[src/hw/soc_mmio_pkg.sv]
package soc_mmio_pkg;

  // address map
  localparam int unsigned MEM_WORDS  = 32768;
  localparam int unsigned RAM_ADDR_W = $clog2(MEM_WORDS);
  localparam logic [23:0] MMIO_PAGE  = 24'h030000;
  localparam int unsigned GPIO_W     = 16;

  // gpio register set
  localparam logic [7:0] OFS_GPIO_DATA = 8'h00;
  localparam logic [7:0] OFS_GPIO_OEB  = 8'h04;
  localparam logic [7:0] OFS_GPIO_PU   = 8'h08;
  localparam logic [7:0] OFS_GPIO_PD   = 8'h0c;

  // housekeeping spi status, read only
  localparam logic [7:0] OFS_HK_CONFIG = 8'h18;
  localparam logic [7:0] OFS_HK_ENA    = 8'h1c;
  localparam logic [7:0] OFS_HK_PLL    = 8'h20;
  localparam logic [7:0] OFS_HK_MFGR   = 8'h24;
  localparam logic [7:0] OFS_HK_PROD   = 8'h28;
  localparam logic [7:0] OFS_HK_MASK   = 8'h2c;
  localparam logic [7:0] OFS_CLK_SEL   = 8'h30;

  // routing
  localparam logic [7:0] OFS_PLL_DEST  = 8'h38;
  localparam logic [7:0] OFS_TRAP_DEST = 8'h3c;
  localparam logic [7:0] OFS_IRQ7_SRC  = 8'h40;
  localparam logic [7:0] OFS_IRQ8_SRC  = 8'h44;

  // pin groups claimed by the routed signals
  localparam int unsigned PLL_PIN_LO  = 8;
  localparam int unsigned TRAP_PIN_LO = 11;
  localparam int unsigned ROUTE_GRP_W = 3;
  localparam int unsigned IRQ7_PIN_LO = 0;
  localparam int unsigned IRQ8_PIN_LO = 3;

  localparam logic [GPIO_W-1:0] GPIO_OEB_RST = '1;
  localparam logic [GPIO_W-1:0] GPIO_RST     = '0;

  // upper bits all zero means inside the ram window
  typedef struct packed {
    logic [31-RAM_ADDR_W-2:0] upper;
    logic [RAM_ADDR_W-1:0]    word;
    logic [1:0]               byte_ofs;
  } addr_ram_t;

  typedef struct packed {
    logic [23:0] page;
    logic [7:0]  ofs;
  } addr_mmio_t;

  typedef union packed {
    addr_ram_t  ram;
    addr_mmio_t mmio;
  } bus_addr_u;

  typedef struct packed {
    logic        valid;
    bus_addr_u   addr;
    logic [31:0] wdata;
    logic [3:0]  wstrb;
  } bus_req_t;

  typedef enum logic [1:0] {
    OP_RAM,
    OP_REG,
    OP_NONE
  } op_kind_e;

  typedef struct packed {
    op_kind_e    kind;
    logic [7:0]  ofs;
    logic [31:0] wdata;
    logic [3:0]  wstrb;
    logic        write;
  } dec_op_t;

  typedef struct packed {
    logic [3:0]            wstrb;
    logic [RAM_ADDR_W-1:0] addr;
    logic [31:0]           wdata;
  } ram_req_t;

  typedef struct packed {
    logic [GPIO_W-1:0] out;
    logic [GPIO_W-1:0] outenb;
    logic [GPIO_W-1:0] pullupb;
    logic [GPIO_W-1:0] pulldownb;
  } pad_ctrl_t;

  typedef struct packed {
    logic [1:0] pll_dest;
    logic [1:0] trap_dest;
    logic [1:0] irq7_src;
    logic [1:0] irq8_src;
  } route_cfg_t;

  localparam route_cfg_t ROUTE_RST = '0;

  typedef struct packed {
    logic [7:0]  cfg;
    logic        xtal_ena;
    logic        reg_ena;
    logic [3:0]  pll_trim;
    logic        pll_cp_ena;
    logic        pll_vco_ena;
    logic        pll_bias_ena;
    logic [11:0] mfgr_id;
    logic [7:0]  prod_id;
    logic [3:0]  mask_rev;
    logic        clk_ext_sel;
  } hk_status_t;

endpackage

[src/hw/mmio_decode.sv]
`timescale 1ns/100ps

module mmio_decode (
  input  logic                   clk_i,
  input  logic                   rst_n_i,
  input  soc_mmio_pkg::bus_req_t req_i,
  input  logic                   resp_done_i,
  output soc_mmio_pkg::ram_req_t ram_o,
  output soc_mmio_pkg::dec_op_t  op_o,
  output logic                   op_valid_o
);
  import soc_mmio_pkg::*;

  logic     busy_q;
  logic     accept;
  op_kind_e kind;

  // one request in flight, held until ready comes back
  assign accept = req_i.valid && !busy_q;

  always_comb begin
    if (req_i.addr.ram.upper == '0) begin
      kind = OP_RAM;
    end else if (req_i.addr.mmio.page == MMIO_PAGE) begin
      kind = OP_REG;
    end else begin
      kind = OP_NONE;
    end
  end

  // ram sees the access in the accepting cycle, data comes back a cycle later
  assign ram_o.wstrb = (accept && kind == OP_RAM) ? req_i.wstrb : 4'h0;
  assign ram_o.addr  = req_i.addr.ram.word;
  assign ram_o.wdata = req_i.wdata;

  always_ff @(posedge clk_i or negedge rst_n_i) begin
    if (!rst_n_i) begin
      busy_q     <= 1'b0;
      op_valid_o <= 1'b0;
    end else begin
      op_valid_o <= accept;
      if (accept) begin
        busy_q <= 1'b1;
      end else if (resp_done_i) begin
        busy_q <= 1'b0;
      end
    end
  end

  always_ff @(posedge clk_i) begin
    if (accept) begin
      op_o.kind  <= kind;
      op_o.ofs   <= req_i.addr.mmio.ofs;
      op_o.wdata <= req_i.wdata;
      op_o.wstrb <= req_i.wstrb;
      op_o.write <= |req_i.wstrb;
    end
  end

endmodule

[src/hw/mmio_regs.sv]
`timescale 1ns/100ps

module mmio_regs (
  input  logic                              clk_i,
  input  logic                              rst_n_i,
  input  soc_mmio_pkg::dec_op_t             op_i,
  input  logic                              op_valid_i,
  input  logic [31:0]                       ram_rdata_i,
  input  logic [soc_mmio_pkg::GPIO_W-1:0]   gpio_in_i,
  input  logic [soc_mmio_pkg::GPIO_W-1:0]   pin_out_i,
  input  soc_mmio_pkg::hk_status_t          status_i,
  output soc_mmio_pkg::pad_ctrl_t           gpio_o,
  output soc_mmio_pkg::route_cfg_t          route_o,
  output logic                              ready_o,
  output logic [31:0]                       rdata_o
);
  import soc_mmio_pkg::*;

  logic        reg_wr;
  logic [31:0] rd_val;

  // byte lanes follow the write strobe
  function automatic logic [GPIO_W-1:0] lane_merge(
    input logic [GPIO_W-1:0] cur,
    input logic [31:0]       wdata,
    input logic [3:0]        wstrb
  );
    logic [GPIO_W-1:0] nxt;
    nxt = cur;
    for (int b = 0; b < GPIO_W / 8; b++) begin
      if (wstrb[b]) begin
        nxt[b*8 +: 8] = wdata[b*8 +: 8];
      end
    end
    return nxt;
  endfunction

  assign reg_wr = op_valid_i && op_i.kind == OP_REG && op_i.write;

  always_ff @(posedge clk_i or negedge rst_n_i) begin
    if (!rst_n_i) begin
      gpio_o.out       <= GPIO_RST;
      gpio_o.outenb    <= GPIO_OEB_RST;
      gpio_o.pullupb   <= GPIO_RST;
      gpio_o.pulldownb <= GPIO_RST;
      route_o          <= ROUTE_RST;
    end else if (reg_wr) begin
      case (op_i.ofs)
        OFS_GPIO_DATA: begin
          gpio_o.out <= lane_merge(gpio_o.out, op_i.wdata, op_i.wstrb);
        end
        OFS_GPIO_OEB: begin
          gpio_o.outenb <= lane_merge(gpio_o.outenb, op_i.wdata, op_i.wstrb);
        end
        OFS_GPIO_PU: begin
          gpio_o.pullupb <= lane_merge(gpio_o.pullupb, op_i.wdata, op_i.wstrb);
        end
        OFS_GPIO_PD: begin
          gpio_o.pulldownb <= lane_merge(gpio_o.pulldownb, op_i.wdata, op_i.wstrb);
        end
        OFS_PLL_DEST: begin
          if (op_i.wstrb[0]) route_o.pll_dest <= op_i.wdata[1:0];
        end
        OFS_TRAP_DEST: begin
          if (op_i.wstrb[0]) route_o.trap_dest <= op_i.wdata[1:0];
        end
        OFS_IRQ7_SRC: begin
          if (op_i.wstrb[0]) route_o.irq7_src <= op_i.wdata[1:0];
        end
        OFS_IRQ8_SRC: begin
          if (op_i.wstrb[0]) route_o.irq8_src <= op_i.wdata[1:0];
        end
        default: begin
        end
      endcase
    end
  end

  // read data reflects the state before this access writes it
  always_comb begin
    rd_val = '0;
    case (op_i.kind)
      OP_RAM: rd_val = ram_rdata_i;
      OP_REG: begin
        case (op_i.ofs)
          // routed outputs above raw pin inputs
          OFS_GPIO_DATA: rd_val = {pin_out_i, gpio_in_i};
          OFS_GPIO_OEB:  rd_val = 32'(gpio_o.outenb);
          OFS_GPIO_PU:   rd_val = 32'(gpio_o.pullupb);
          OFS_GPIO_PD:   rd_val = 32'(gpio_o.pulldownb);
          OFS_HK_CONFIG: rd_val = 32'(status_i.cfg);
          OFS_HK_ENA:    rd_val = 32'({status_i.xtal_ena, status_i.reg_ena});
          OFS_HK_PLL: begin
            rd_val = 32'({status_i.pll_trim, status_i.pll_cp_ena,
                          status_i.pll_vco_ena, status_i.pll_bias_ena});
          end
          OFS_HK_MFGR:   rd_val = 32'(status_i.mfgr_id);
          OFS_HK_PROD:   rd_val = 32'(status_i.prod_id);
          OFS_HK_MASK:   rd_val = 32'(status_i.mask_rev);
          OFS_CLK_SEL:   rd_val = 32'(status_i.clk_ext_sel);
          OFS_PLL_DEST:  rd_val = 32'(route_o.pll_dest);
          OFS_TRAP_DEST: rd_val = 32'(route_o.trap_dest);
          OFS_IRQ7_SRC:  rd_val = 32'(route_o.irq7_src);
          OFS_IRQ8_SRC:  rd_val = 32'(route_o.irq8_src);
          default:       rd_val = '0;
        endcase
      end
      default: rd_val = '0;
    endcase
  end

  always_ff @(posedge clk_i or negedge rst_n_i) begin
    if (!rst_n_i) begin
      ready_o <= 1'b0;
    end else begin
      ready_o <= op_valid_i;
    end
  end

  always_ff @(posedge clk_i) begin
    if (op_valid_i) begin
      rdata_o <= rd_val;
    end
  end

endmodule

[src/hw/pad_route.sv]
`timescale 1ns/100ps

module pad_route (
  input  logic                            rst_n_i,
  input  soc_mmio_pkg::pad_ctrl_t         gpio_i,
  input  soc_mmio_pkg::route_cfg_t        route_i,
  input  logic                            trap_i,
  input  logic                            pll_clk_i,
  input  logic [soc_mmio_pkg::GPIO_W-1:0] gpio_in_i,
  output soc_mmio_pkg::pad_ctrl_t         pads_o,
  output logic                            irq7_o,
  output logic                            irq8_o
);
  import soc_mmio_pkg::*;

  // a routed group drives out, pulls off
  function automatic pad_ctrl_t claim_group(
    input pad_ctrl_t   pads,
    input int unsigned lo
  );
    pad_ctrl_t p;
    p = pads;
    p.outenb[lo +: ROUTE_GRP_W]    = '0;
    p.pullupb[lo +: ROUTE_GRP_W]   = '1;
    p.pulldownb[lo +: ROUTE_GRP_W] = '1;
    return p;
  endfunction

  function automatic logic irq_pick(
    input logic [GPIO_W-1:0] pins,
    input logic [1:0]        src,
    input int unsigned       lo
  );
    if (src == 2'd0) begin
      return 1'b0;
    end
    return pins[lo + src - 1];
  endfunction

  always_comb begin
    pads_o = gpio_i;
    // only two pll pins, dest 3 still claims the group
    if (route_i.pll_dest == 2'd1 || route_i.pll_dest == 2'd2) begin
      pads_o.out[PLL_PIN_LO + route_i.pll_dest - 1] = pll_clk_i;
    end
    if (route_i.pll_dest != 2'd0) begin
      pads_o = claim_group(pads_o, PLL_PIN_LO);
    end
    if (route_i.trap_dest != 2'd0) begin
      pads_o.out[TRAP_PIN_LO + route_i.trap_dest - 1] = trap_i;
      pads_o = claim_group(pads_o, TRAP_PIN_LO);
    end
    // pads stay tristate while in reset
    if (!rst_n_i) begin
      pads_o.outenb = '1;
    end
  end

  assign irq7_o = irq_pick(gpio_in_i, route_i.irq7_src, IRQ7_PIN_LO);
  assign irq8_o = irq_pick(gpio_in_i, route_i.irq8_src, IRQ8_PIN_LO);

endmodule

[src/hw/soc_mmio.sv]
`timescale 1ns/100ps

module soc_mmio (
  input  logic                            clk_i,
  input  logic                            rst_n_i,
  input  soc_mmio_pkg::bus_req_t          req_i,
  output logic                            mem_ready_o,
  output logic [31:0]                     mem_rdata_o,
  output soc_mmio_pkg::ram_req_t          ram_o,
  input  logic [31:0]                     ram_rdata_i,
  input  logic [soc_mmio_pkg::GPIO_W-1:0] gpio_in_i,
  input  logic                            trap_i,
  input  logic                            pll_clk_i,
  input  soc_mmio_pkg::hk_status_t        status_i,
  output soc_mmio_pkg::pad_ctrl_t         pads_o,
  output logic                            irq7_o,
  output logic                            irq8_o
);
  import soc_mmio_pkg::*;

  dec_op_t    op;
  logic       op_valid;
  pad_ctrl_t  gpio_regs;
  route_cfg_t route;

  mmio_decode u_decode (
    .clk_i      (clk_i),
    .rst_n_i    (rst_n_i),
    .req_i      (req_i),
    .resp_done_i(mem_ready_o),
    .ram_o      (ram_o),
    .op_o       (op),
    .op_valid_o (op_valid)
  );

  mmio_regs u_regs (
    .clk_i      (clk_i),
    .rst_n_i    (rst_n_i),
    .op_i       (op),
    .op_valid_i (op_valid),
    .ram_rdata_i(ram_rdata_i),
    .gpio_in_i  (gpio_in_i),
    .pin_out_i  (pads_o.out),
    .status_i   (status_i),
    .gpio_o     (gpio_regs),
    .route_o    (route),
    .ready_o    (mem_ready_o),
    .rdata_o    (mem_rdata_o)
  );

  // data register reads back the pins as routed
  pad_route u_pad (
    .rst_n_i  (rst_n_i),
    .gpio_i   (gpio_regs),
    .route_i  (route),
    .trap_i   (trap_i),
    .pll_clk_i(pll_clk_i),
    .gpio_in_i(gpio_in_i),
    .pads_o   (pads_o),
    .irq7_o   (irq7_o),
    .irq8_o   (irq8_o)
  );

endmodule

[config.mk]
export PLATFORM = sky130hd
export DESIGN_NAME = soc_mmio
export DESIGN_NICKNAME = d
export VERILOG_FILES = /design/src/hw/soc_mmio_pkg.sv /design/src/hw/mmio_decode.sv /design/src/hw/mmio_regs.sv /design/src/hw/pad_route.sv /design/src/hw/soc_mmio.sv
export SDC_FILE = /design/constraint.sdc
export NUM_CORES = 1
export LEC_CHECK = 0
export BUFFER_PORTS_ARGS = -buffer_cell sky130_fd_sc_hd__buf_2
export CORE_ASPECT_RATIO = 0.5
export CORE_UTILIZATION = 30
export DETAILED_ROUTE_END_ITERATION = 6
export SYNTH_ARGS = -nofsm -noshare
export SYNTH_HDL_FRONTEND = slang
export SYNTH_SLANG_ARGS = --single-unit
[constraint.sdc]
create_clock -name clk_i -period 4.5 [get_ports clk_i]
set_input_delay 0.225 -clock clk_i [delete_from_list [all_inputs] [get_ports clk_i]]
set_output_delay 0.225 -clock clk_i [all_outputs]
set_load 0.01 [all_outputs]
Word level (Yosys, flattened, before mapping)

Cells that the tools add are included.

$add $sub $neg: 7
$lt $le $gt $ge: 6
Eq/ne operators: 18
Multiplexer cells: 27
Reduce and logical (&&, ||, !) cells: 30

Operators by type and width:

| cell                                                                                 | count |
|---|---|
| 32-bit case mux with 15 select lines                                                 | 1 |
| 32-bit by 5-bit < comparator with 1-bit output, second input constant                | 4 |
| 32-bit by 1-bit subtractor with 32-bit output, second input constant                 | 3 |
| 32-bit by 1-bit greater-or-equal comparator with 1-bit output, second input constant | 2 |
| 64-bit two-way mux                                                                   | 1 |
| 32-bit case mux with 2 select lines                                                  | 1 |
| 8-bit by 6-bit == test with 1-bit output, second input constant                      | 7 |
| 43-bit two-way mux                                                                   | 1 |
| 3-bit AND reduction                                                                  | 12 |
| 16-bit bitwise mux                                                                   | 2 |
| 16-bit two-way mux                                                                   | 2 |
| 24-bit by 18-bit == test with 1-bit output, second input constant                    | 1 |
| 8-bit by 4-bit == test with 1-bit output, second input constant                      | 2 |
| 8-bit by 5-bit == test with 1-bit output, second input constant                      | 2 |
| 8-bit by 7-bit == test with 1-bit output, second input constant                      | 2 |
| 15-bit zero test                                                                     | 1 |
| 1-bit two-way mux                                                                    | 12 |
| 4-bit by 2-bit adder with 5-bit output, first input constant                         | 2 |
| 1-bit binary-select mux with 4-bit select                                            | 2 |
| 1-bit demux with 4-bit select                                                        | 2 |
| 8-bit by 3-bit == test with 1-bit output, second input constant                      | 1 |
| 2-bit zero test                                                                      | 4 |
| 8-bit zero test                                                                      | 1 |
| 1-bit logical AND                                                                    | 6 |
| other kinds (10)                                                                     | 14 |

Register bits: 136
Bits of input ports: 163
Logic and storage cells: 109

Logic depth before layout (Yosys ltp)

Gate-level depths: netlist of run 1.

Depth in word-level cells: 12
Gate-level depth with buffers: 8
Mapped depth without buffers: 7

By module

Synthesis of run 1 repeated with hierarchy kept, for this count alone.

Cells, all modules: 622
Area total of the unflattened synthesis: 7925.1 um^2

Modules (own cells, without submodules):

| module      | instances | cells each | area an instance (um^2) |
|---|---|---|---|
| mmio_regs   | 1         | 400        | 5242.5 |
| mmio_decode | 1         | 122        | 1966.9 |
| pad_route   | 1         | 100        | 715.7 |

Worst setup path after synthesis of run 1

No wires, ideal clock.

Path kind: reg2reg
Start: register u_decode.op_valid_o
End: register u_regs.gpio_o[16] in the netlist's numbering
Arrival: 2.038 ns
Data required time: 4.375 ns
Setup slack: 2.338 ns
Cell stages (with the launch flop): 6
Buffers on the path: 0
Path through: dfrtp_1 > and4b_1 > nand2_1 > nor2_8 > nand2_4 > mux2_2

Cells in the longest elaborated chain, start to end: 3

Ends and longest elaborated chain:

| what                                 | RTL line          | RTL |
|---|---|---|
| from (decl)                          | mmio_decode.sv:10 | `output logic op_valid_o` |
| from (signal assigned)               | mmio_decode.sv:41 | `op_valid_o <= accept;` |
| 1-bit logical AND (2 in a row)       | mmio_regs.sv:38   | `assign reg_wr = op_valid_i && op_i.kind == OP_REG && op_i.write;` |
| 3-bit AND reduction (no source line) | -                 |  |
| to (decl)                            | mmio_regs.sv:12   | `output soc_mmio_pkg::pad_ctrl_t gpio_o,` |

Every way passes these cells.
A chain may end at the register's enable or synchronous reset.

Final worst setup path of run 1

Start: register u_decode.op_o[42] in the netlist's numbering
End: register u_regs.rdata_o[2] (data pin)

Cells in the longest elaborated chain, start to end: 3
Elaborated cells between the ends (all ways): 17

Ends and longest elaborated chain:

| what                                                                   | RTL line         | RTL |
|---|---|---|
| from (decl)                                                            | mmio_decode.sv:9 | `output soc_mmio_pkg::dec_op_t op_o,` |
| 8-bit by 7-bit == test with 1-bit output, or another cell as far along | mmio_regs.sv:85  | `case (op_i.ofs)` |
| 32-bit case mux with 15 select lines (*)                               | mmio_regs.sv:85  |  |
| 32-bit case mux with 2 select lines (*)                                | mmio_regs.sv:82  | `case (op_i.kind)` |
| named net u_regs.rd_val[2]                                             | mmio_regs.sv:20  | `logic [31:0] rd_val;` |
| to (signal assigned)                                                   | mmio_regs.sv:122 | `rdata_o <= rd_val;` |
| to (decl)                                                              | mmio_regs.sv:15  | `output logic [31:0] rdata_o` |

Mark *: on every way through the listed nets, which the timed path passes. The rest lies on a longest branch.

==> impl_results.md, run 1 <==
* Outcome: finished, final reports clean
* Origin of the critical flop-to-flop path: u_decode.op_o[42]$_DFFE_PP_
* DR vias/cell at 5.01
* Tcrit/Tclk final at 0.661
* Final WL at 24.4 mm
* Cts hold-fix bufs at 15
* Max-cap violations at 0
* Total CTS buffers at 17
* Mapped cell area at 7700 um2
* Top cell family by delay on the critical path: flip-flops
* Total gr overflow at 0
* Netlist cell types at 62
* I/O pin count at 313
* Slew HR at 0.236
* Antenna-violating nets left at 0
* Sequential fraction of the synthesis area at 0.484
* H-tree Lvls at 4
* Worst EP required at 4760 ps
* Layout cells sized above 1 at 0.536
* Vias in the first global route at 5,942
* First-pass GRT wire length at 35.1 mm
* Tightest Pin Transition at 1150 ps
* Hold path start: req_i[42]
* Clock tree buffer depth at 2
* Hold Vio Cnt, Final at 0
* Core area at 25,200 um2
* Worst-path cell chain: nor2b_1, o21ai_0, nor4_2, buf_4, nand2_1, o211ai_1
* First-pass DRT Iterations at 5
* Top cells by area, synth: edfxtp_1 (24%), dfrtp_1 (19%), mux2_2 (14%)
* Post-synth top flop: edfxtp_1
* All-Layer GR Usage at 0.180
* Synth Register Bits at 136
* Synthesis warning total at 0
* Worst path bufs/invs at 1
* Post_cts resized at 0
* FMAX at 336 MHz
* Worst setup path start: u_decode.op_o[42]$_DFFE_PP_
* Net Count, Synth at 807
* CTS tree: done
* Via Count at 6,081
* EDFF count, synth at 61
* Endpoints failing setup at 0
* DRT iter0 DRCs at 461
* Max-slew violations at 0
* Drt wl/cell at 20.1 um
* Setup CP Type: flop to flop
* Slowest-stage cell, CP: edfxtp_1
* Pleak at 4.65 nW
* CP peak stage delay at 1110 ps
* Die height at 115 um
* CP max FO at 27
* Die W at 229 um
* Placer Congestion at 0.897
* Largest net degree at the start of global routing at 45
* Crit path launch type: flop
* Share of the synthesized area in the top cell type at 0.238
* DRC Markers at 0
* Worst Skew at 8.40 ps
* Port bufs at 280
* Initial antenna violation count at 3
* Worst-path clk slew at 60 ps
* Post-Syn Area per Cell at 12.2 um2
* Hold Crit Class: primary input to flop
* Layout net count at 1,031
* Synthesized instance count at 630
* Post-CTS Setup Bufs at 0
* Critical Path Sink Type: flop
* Synth-to-layout area growth at 25.7%
* Post-synth ARST share at 0.551
* RSZ-0062 raised after global routing: false
* CP Data Arrival Time at 3230 ps
* DP HPWL at 18.7 mm
* Initial Util at 0.306
* Root Driver: clkbuf_16
* Total negative slack at 0 ps
* Final critical-path required period at 2970 ps
* Clock Latency Late Sink at 420 ps
* PD cells at 293 nW/um2
* Fin area at 9680 um2
* Die area at 26,300 um2
* Placed cell areas at 8950 um2
* Clock sinks at 136
* Max IR drop VDD at 0.000211 V
* Standard-cell rows at 41
* Synth area leader: edfxtp_1
## registers in the layout (all words and copies together) (netlist names)
register	cells
u_decode.op_valid_o	1
u_regs.route_o	8
u_regs.ready_o	1
u_regs.gpio_o	64
u_decode.busy_q	1
u_regs.rdata_o	32
u_decode.op_o	29
## cells in the final DEF (no fill, tap or decap), types with 8 or more instances in the layout
master | synthesis | layout
mux4_2 | 9 | 9
buf_4 | 68 | 8
nand2b_1 | 26 | 26
mux2_2 | 96 | 96
o21ai_0 | 17 | 17
dlygate4sd3_1 | 0 | 15
buf_2 | 13 | 279
ha_1 | 14 | 14
nand2_1 | 52 | 52
nand3_1 | 8 | 8
nor2_1 | 16 | 15
dfstp_2 | 16 | 16
inv_1 | 10 | 10
clkbuf_16 | 0 | 17
mux2i_1 | 15 | 15
edfxtp_1 | 61 | 61
dfrtp_1 | 59 | 58
nor2b_1 | 8 | 8
a22o_1 | 24 | 24
## where the power goes
group          internal [mW]  switching (mW)
clock                  0.831           0.549
sequential              1.29               0
combinational         0.0808          0.0815
## layout make-up
| cell class | instances | area, um2 |
|---|---|---|
| diodes | 3 | 7.51 |
| clock buffers | 21 | 450 |
| clock inverters | 11 | 123 |
| fillers | 2488 | 15500 |
| inverters | 10 | 37.5 |
| multi-input cells | 387 | 3290 |
| flip-flops and latches | 136 | 3730 |
| well taps | 344 | 430 |
| repair buffers | 302 | 1610 |
## worst reg2reg max path: stages (launching register included)
cell and delay, ps:
edfxtp_1 1110, nor2b_1 270, o21ai_0 160, nor4_2 730, buf_4 280, nand2_1 80
o211ai_1 190
## worst paths after layout
check	end	slack, ps	cells past startpoint
hold reg to reg	u_regs.gpio_o[63]$_DFFE_PN0P_	500	1
hold / removal	u_decode.op_o[43]$_DFFE_PP_	10	1
setup / recovery	u_regs.rdata_o[2]$_DFFE_PP_	1530	6
min in group asynchronous	u_regs.gpio_o[29]$_DFFE_PN0P_	350	2
max in group asynchronous	u_regs.gpio_o[37]$_DFFE_PN1P_	3340	3
setup reg to reg	u_regs.rdata_o[2]$_DFFE_PP_	1530	6
## cells in the mapped netlist, drive strengths merged (2+ instances only)
library cell	n
or4	3
nor2b	8
a22oi	7
edfxtp	61
mux4	9
buf	84
a221o	2
and3	3
o32ai	3
dfrtp	59
a211oi	4
and2	4
nand3	8
nand2	61
clkbuf	13
a21oi	6
o211ai	4
dfstp	16
mux2i	15
nand3b	4
ha	14
or2	2
nor2	18
inv	10
a22o	24
nor4	7
mux2	98
a32o	4
a222oi	4
nand2b	26
o21ai	17
a32oi	2
and4b	2
nor3	7
nor4b	5
nand4	5
## cell families after synthesis
group,share of synthesized area
adder cells (fa/ha/maj),0.0228
flip-flops,0.484
XOR/XNOR,0.00114
multiplexers,0.190
AND/OR/NAND/NOR,0.130
AO/OA/AOI/OAI,0.0834
buffers and inverters,0.0884
## per-stage QoR
step	instances	utilization	power (mW)	hold slack, ps	setup slack [ps]
floorplan	630	-	1.38	-70.6	2340
global placement	1164	0.355	1.47	245	1750
detailed placement	1164	0.355	1.47	256	1580
CTS	1211	0.384	2.86	6.23	1580
global route	1214	0.384	2.93	6.90	1390
finish	1214	0.384	2.84	12.0	1530
## per-layer routing
metal,track usage,part of all wire,vias to the layer above
li1,-,-,2713
met1,0.229,0.43,3077
met2,0.304,0.49,243
met3,0.0355,0.051,48
met4,0.0761,0.032,0
met5,0,0,-
Note: power is estimated with default switching activity, not from simulation.
==> run 2, diff against run 1 <==
==> constraint.sdc (replaced) <==
create_clock -name clk_i -period 2.7 [get_ports clk_i]
set_input_delay 0.135 -clock clk_i [delete_from_list [all_inputs] [get_ports clk_i]]
set_output_delay 0.135 -clock clk_i [all_outputs]
set_load 0.01 [all_outputs]
==> run 2 against run 1 <==
Sequential share of layout area fell by 1.9 points. Final area up 5.2%. Critical path depth is 2 higher. Final cell count grew 4.3%. Utilization up 2.0 points. Sequential cell count unchanged. Combinational power increased by 92%. Clock skew about the same.
==> impl_results.md, run 2 (synthesis results as in run 1) <==
* CTS tree: done (unchanged)
* Worst-path clk slew at 60 ps (about the same)
* Fin area at 10,200 um2 (was 9680 um2)
* Final hold slack at 21.1 ps (was 12.0 ps)
* Number of flip-flops in the largest register at 64 (unchanged)
* R2R Setup Slk at 490 ps (was 1530 ps)
* Tot Pwr at 4.86 mW (was 2.84 mW)
* Root Driver: clkbuf_16 (unchanged)
* Worst-path cell chain: inv_1, ha_1, nand2_1, nor4b_1, buf_4, nand2_1, mux2_2, buf_2 (was nor2b_1, o21ai_0, nor4_2, buf_4, nand2_1, o211ai_1)
* Initial antenna violation count at 3 (unchanged)
* Largest net degree at the start of global routing at 58 (was 45)
* Commonest non-fill, non-tap cell in the layout: buf_2 (unchanged)
* Slowest-stage cell, CP: dfrtp_2 (was edfxtp_1)
* Vias in the first global route at 5,926 (was 5,942)
* Layout net count at 1,084 (was 1,031)
* Worst EP required at 2570 ps (was 4760 ps)
* Drt wl/cell at 19.7 um (was 20.1 um)
* Final critical-path required period at 2470 ps
* Endpoints failing setup at 0 (unchanged)
* DR vias/cell at 4.82 (was 5.01)
* Max IR drop VDD at 0.000322 V (was 0.000211 V)
* Pleak at 4.90 nW (was 4.65 nW)
* Top cell family by delay on the critical path: buffers and inverters (was flip-flops)
* Die W at 229 um (unchanged)
* H-tree Lvls at 4 (unchanged)
* Total gr overflow at 0 (unchanged)
* Hold path start: ram_rdata_i[21] (was req_i[42])
* Hold path depth at 2 (was 1)
* FMAX at 404 MHz
* CP max FO at 7 (was 27)
* Crit path top cell by count: nand2_1
* Die area at 26,300 um2 (unchanged)
* Layout cells sized above 1 at 0.521 (was 0.536)
* Tightest Pin Transition at 718 ps (was 1150 ps)
* WHS Endpoint: u_regs.rdata_o[21]$_DFFE_PP_ (was u_decode.op_o[43]$_DFFE_PP_)
* Critical Path Sink Type: output pin (was flop)
* First-pass DRT Iterations at 5 (unchanged)
* Most flops, register: u_regs.gpio_o (unchanged)
* PD cells at 477 nW/um2 (was 293 nW/um2)
* R2r endpoint: u_regs.rdata_o[17]$_DFFE_PP_ (was u_regs.rdata_o[2]$_DFFE_PP_)
* Final WL at 25.0 mm (was 24.4 mm)
* R2R depth at 8 (was 6)
* Origin of the critical flop-to-flop path: u_regs.route_o[4]$_DFFE_PN0P_ (was u_decode.op_o[42]$_DFFE_PP_)
* Worst path bufs/invs at 3 (was 1)
* Hold Vio Cnt, Final at 0 (unchanged)
* Initial Util at 0.306 (unchanged)
* Core area at 25,200 um2 (unchanged)
* Max-cap violations at 0 (unchanged)
* All-Layer GR Usage at 0.187 (was 0.180)
* CP Data Arrival Time at 2340 ps (was 3230 ps)
* Slew HR at 0.521 (was 0.236)
* Placed cell areas at 9060 um2 (was 8950 um2)
* Biggest regs: u_regs.gpio_o: 64 flops, u_regs.rdata_o: 32 flops, u_decode.op_o: 29 flops (unchanged)
* Commonest non-fill, non-tap cells in the layout: buf_2 (279), mux2_2 (96), edfxtp_1 (61), dfrtp_1 (57), dlygate4sd3_1 (53) (was buf_2 (279), mux2_2 (96), edfxtp_1 (61), dfrtp_1 (58), nand2_1 (52))
* Synth-to-layout area growth at 32.3% (was 25.7%)
* Crit path launch type: flop (unchanged)
* Dpl ws at 434 ps (was 1580 ps)
* Clock tree buffer depth at 2 (unchanged)
* I/O pin count at 313 (unchanged)
* Worst setup path start: u_regs.route_o[4]$_DFFE_PN0P_ (was u_decode.op_o[42]$_DFFE_PP_)
* Port bufs at 280 (unchanged)
* Die height at 115 um (unchanged)
* Placer Congestion at 0.898 (was 0.897)
* Antenna-violating nets left at 0 (unchanged)
* Setup CP Type: flop to output pin (was flop to flop)
* Total negative slack at 0 ps (unchanged)
* DP HPWL at 19.1 mm (was 18.7 mm)
* Slack of the critical path at 226 ps (was 1530 ps)
* Standard-cell rows at 41 (unchanged)
* Worst Skew at 8.88 ps (was 8.40 ps)
* Post-CTS Setup Bufs at 0 (unchanged)
* Hold Crit Class: primary input to flop (unchanged)
* Clock Latency Late Sink at 430 ps (was 420 ps)
* Max-slew violations at 0 (unchanged)
* Via Count at 6,108 (was 6,081)
* Total CTS buffers at 17 (unchanged)
* RSZ-0062 raised after global routing: false (unchanged)
* First-pass GRT wire length at 36.3 mm (was 35.1 mm)
* CP peak stage delay at 430 ps (was 1110 ps)
* Tcrit/Tclk final at 0.916
* Clock sinks at 136 (unchanged)
* DRC Markers at 0 (unchanged)
* DRT iter0 DRCs at 539 (was 461)
* Outcome: finished, final reports clean (unchanged)
run 2: area by class of cell:
cell class	count	area, um2
Fill cell	2411	15000
Sequential cell	136	3730
Multi-Input combinational cell	387	3290
Timing Repair Buffer	355	2100
Clock buffer	21	440
Tap cell	344	430
Clock inverter	11	146
Inverter	10	37.5
Antenna cell	2	5.00
run 2: worst reg2reg max path, cell delays in order (launching register included):
cell,delay [ps]
dfrtp_2,430
inv_1,110
ha_1,330
nand2_1,80
nor4b_1,290
buf_4,170
nand2_1,50
mux2_2,290
a22o_1,200
run 2: how the worst max path moves through the flow:
stage / end / slack, ps / cells past startpoint
finish: pads_o[48] / 230 / 8
global placement: u_regs.rdata_o[17]$_DFFE_PP_ / 500 / 8
floorplan: u_regs.gpio_o[16]$_DFFE_PN0P_ / 540 / 5
detailed placement: u_regs.rdata_o[17]$_DFFE_PP_ / 430 / 8
CTS: pads_o[48] / 120 / 8
global route: pads_o[49] / 80 / 8
run 2: where the power goes:
group	switching (mW)	internal (mW)	leakage (nW)	total, mW
sequential	0	2.16	1.61	2.16
combinational	0.140	0.171	3.00	0.311
clock	0.933	1.46	0.284	2.39
run 2: routing by layer:
layer,wire [um],track usage,vias up,part of all wire
met5,19,0,-,0.00076
met4,493,0.0622,2,0.020
met2,12600,0.316,167,0.50
met1,11000,0.243,3085,0.44
met3,950,0.0357,33,0.038
li1,-,-,2821,-
run 2: timing repair:
item	in CTS	in global routing
hold endpoints to repair	76	1
hold buffers	52	1
resized for setup	0	1
setup endpoints to repair	0	2
run 2: through the flow:
step,cells,utilization
5_1_grt,1266,0.404
3_5_place_dp,1179,0.360
4_1_cts,1263,0.404
3_3_place_gp,1179,0.360
6_report,1266,0.404
2_1_floorplan,630,-
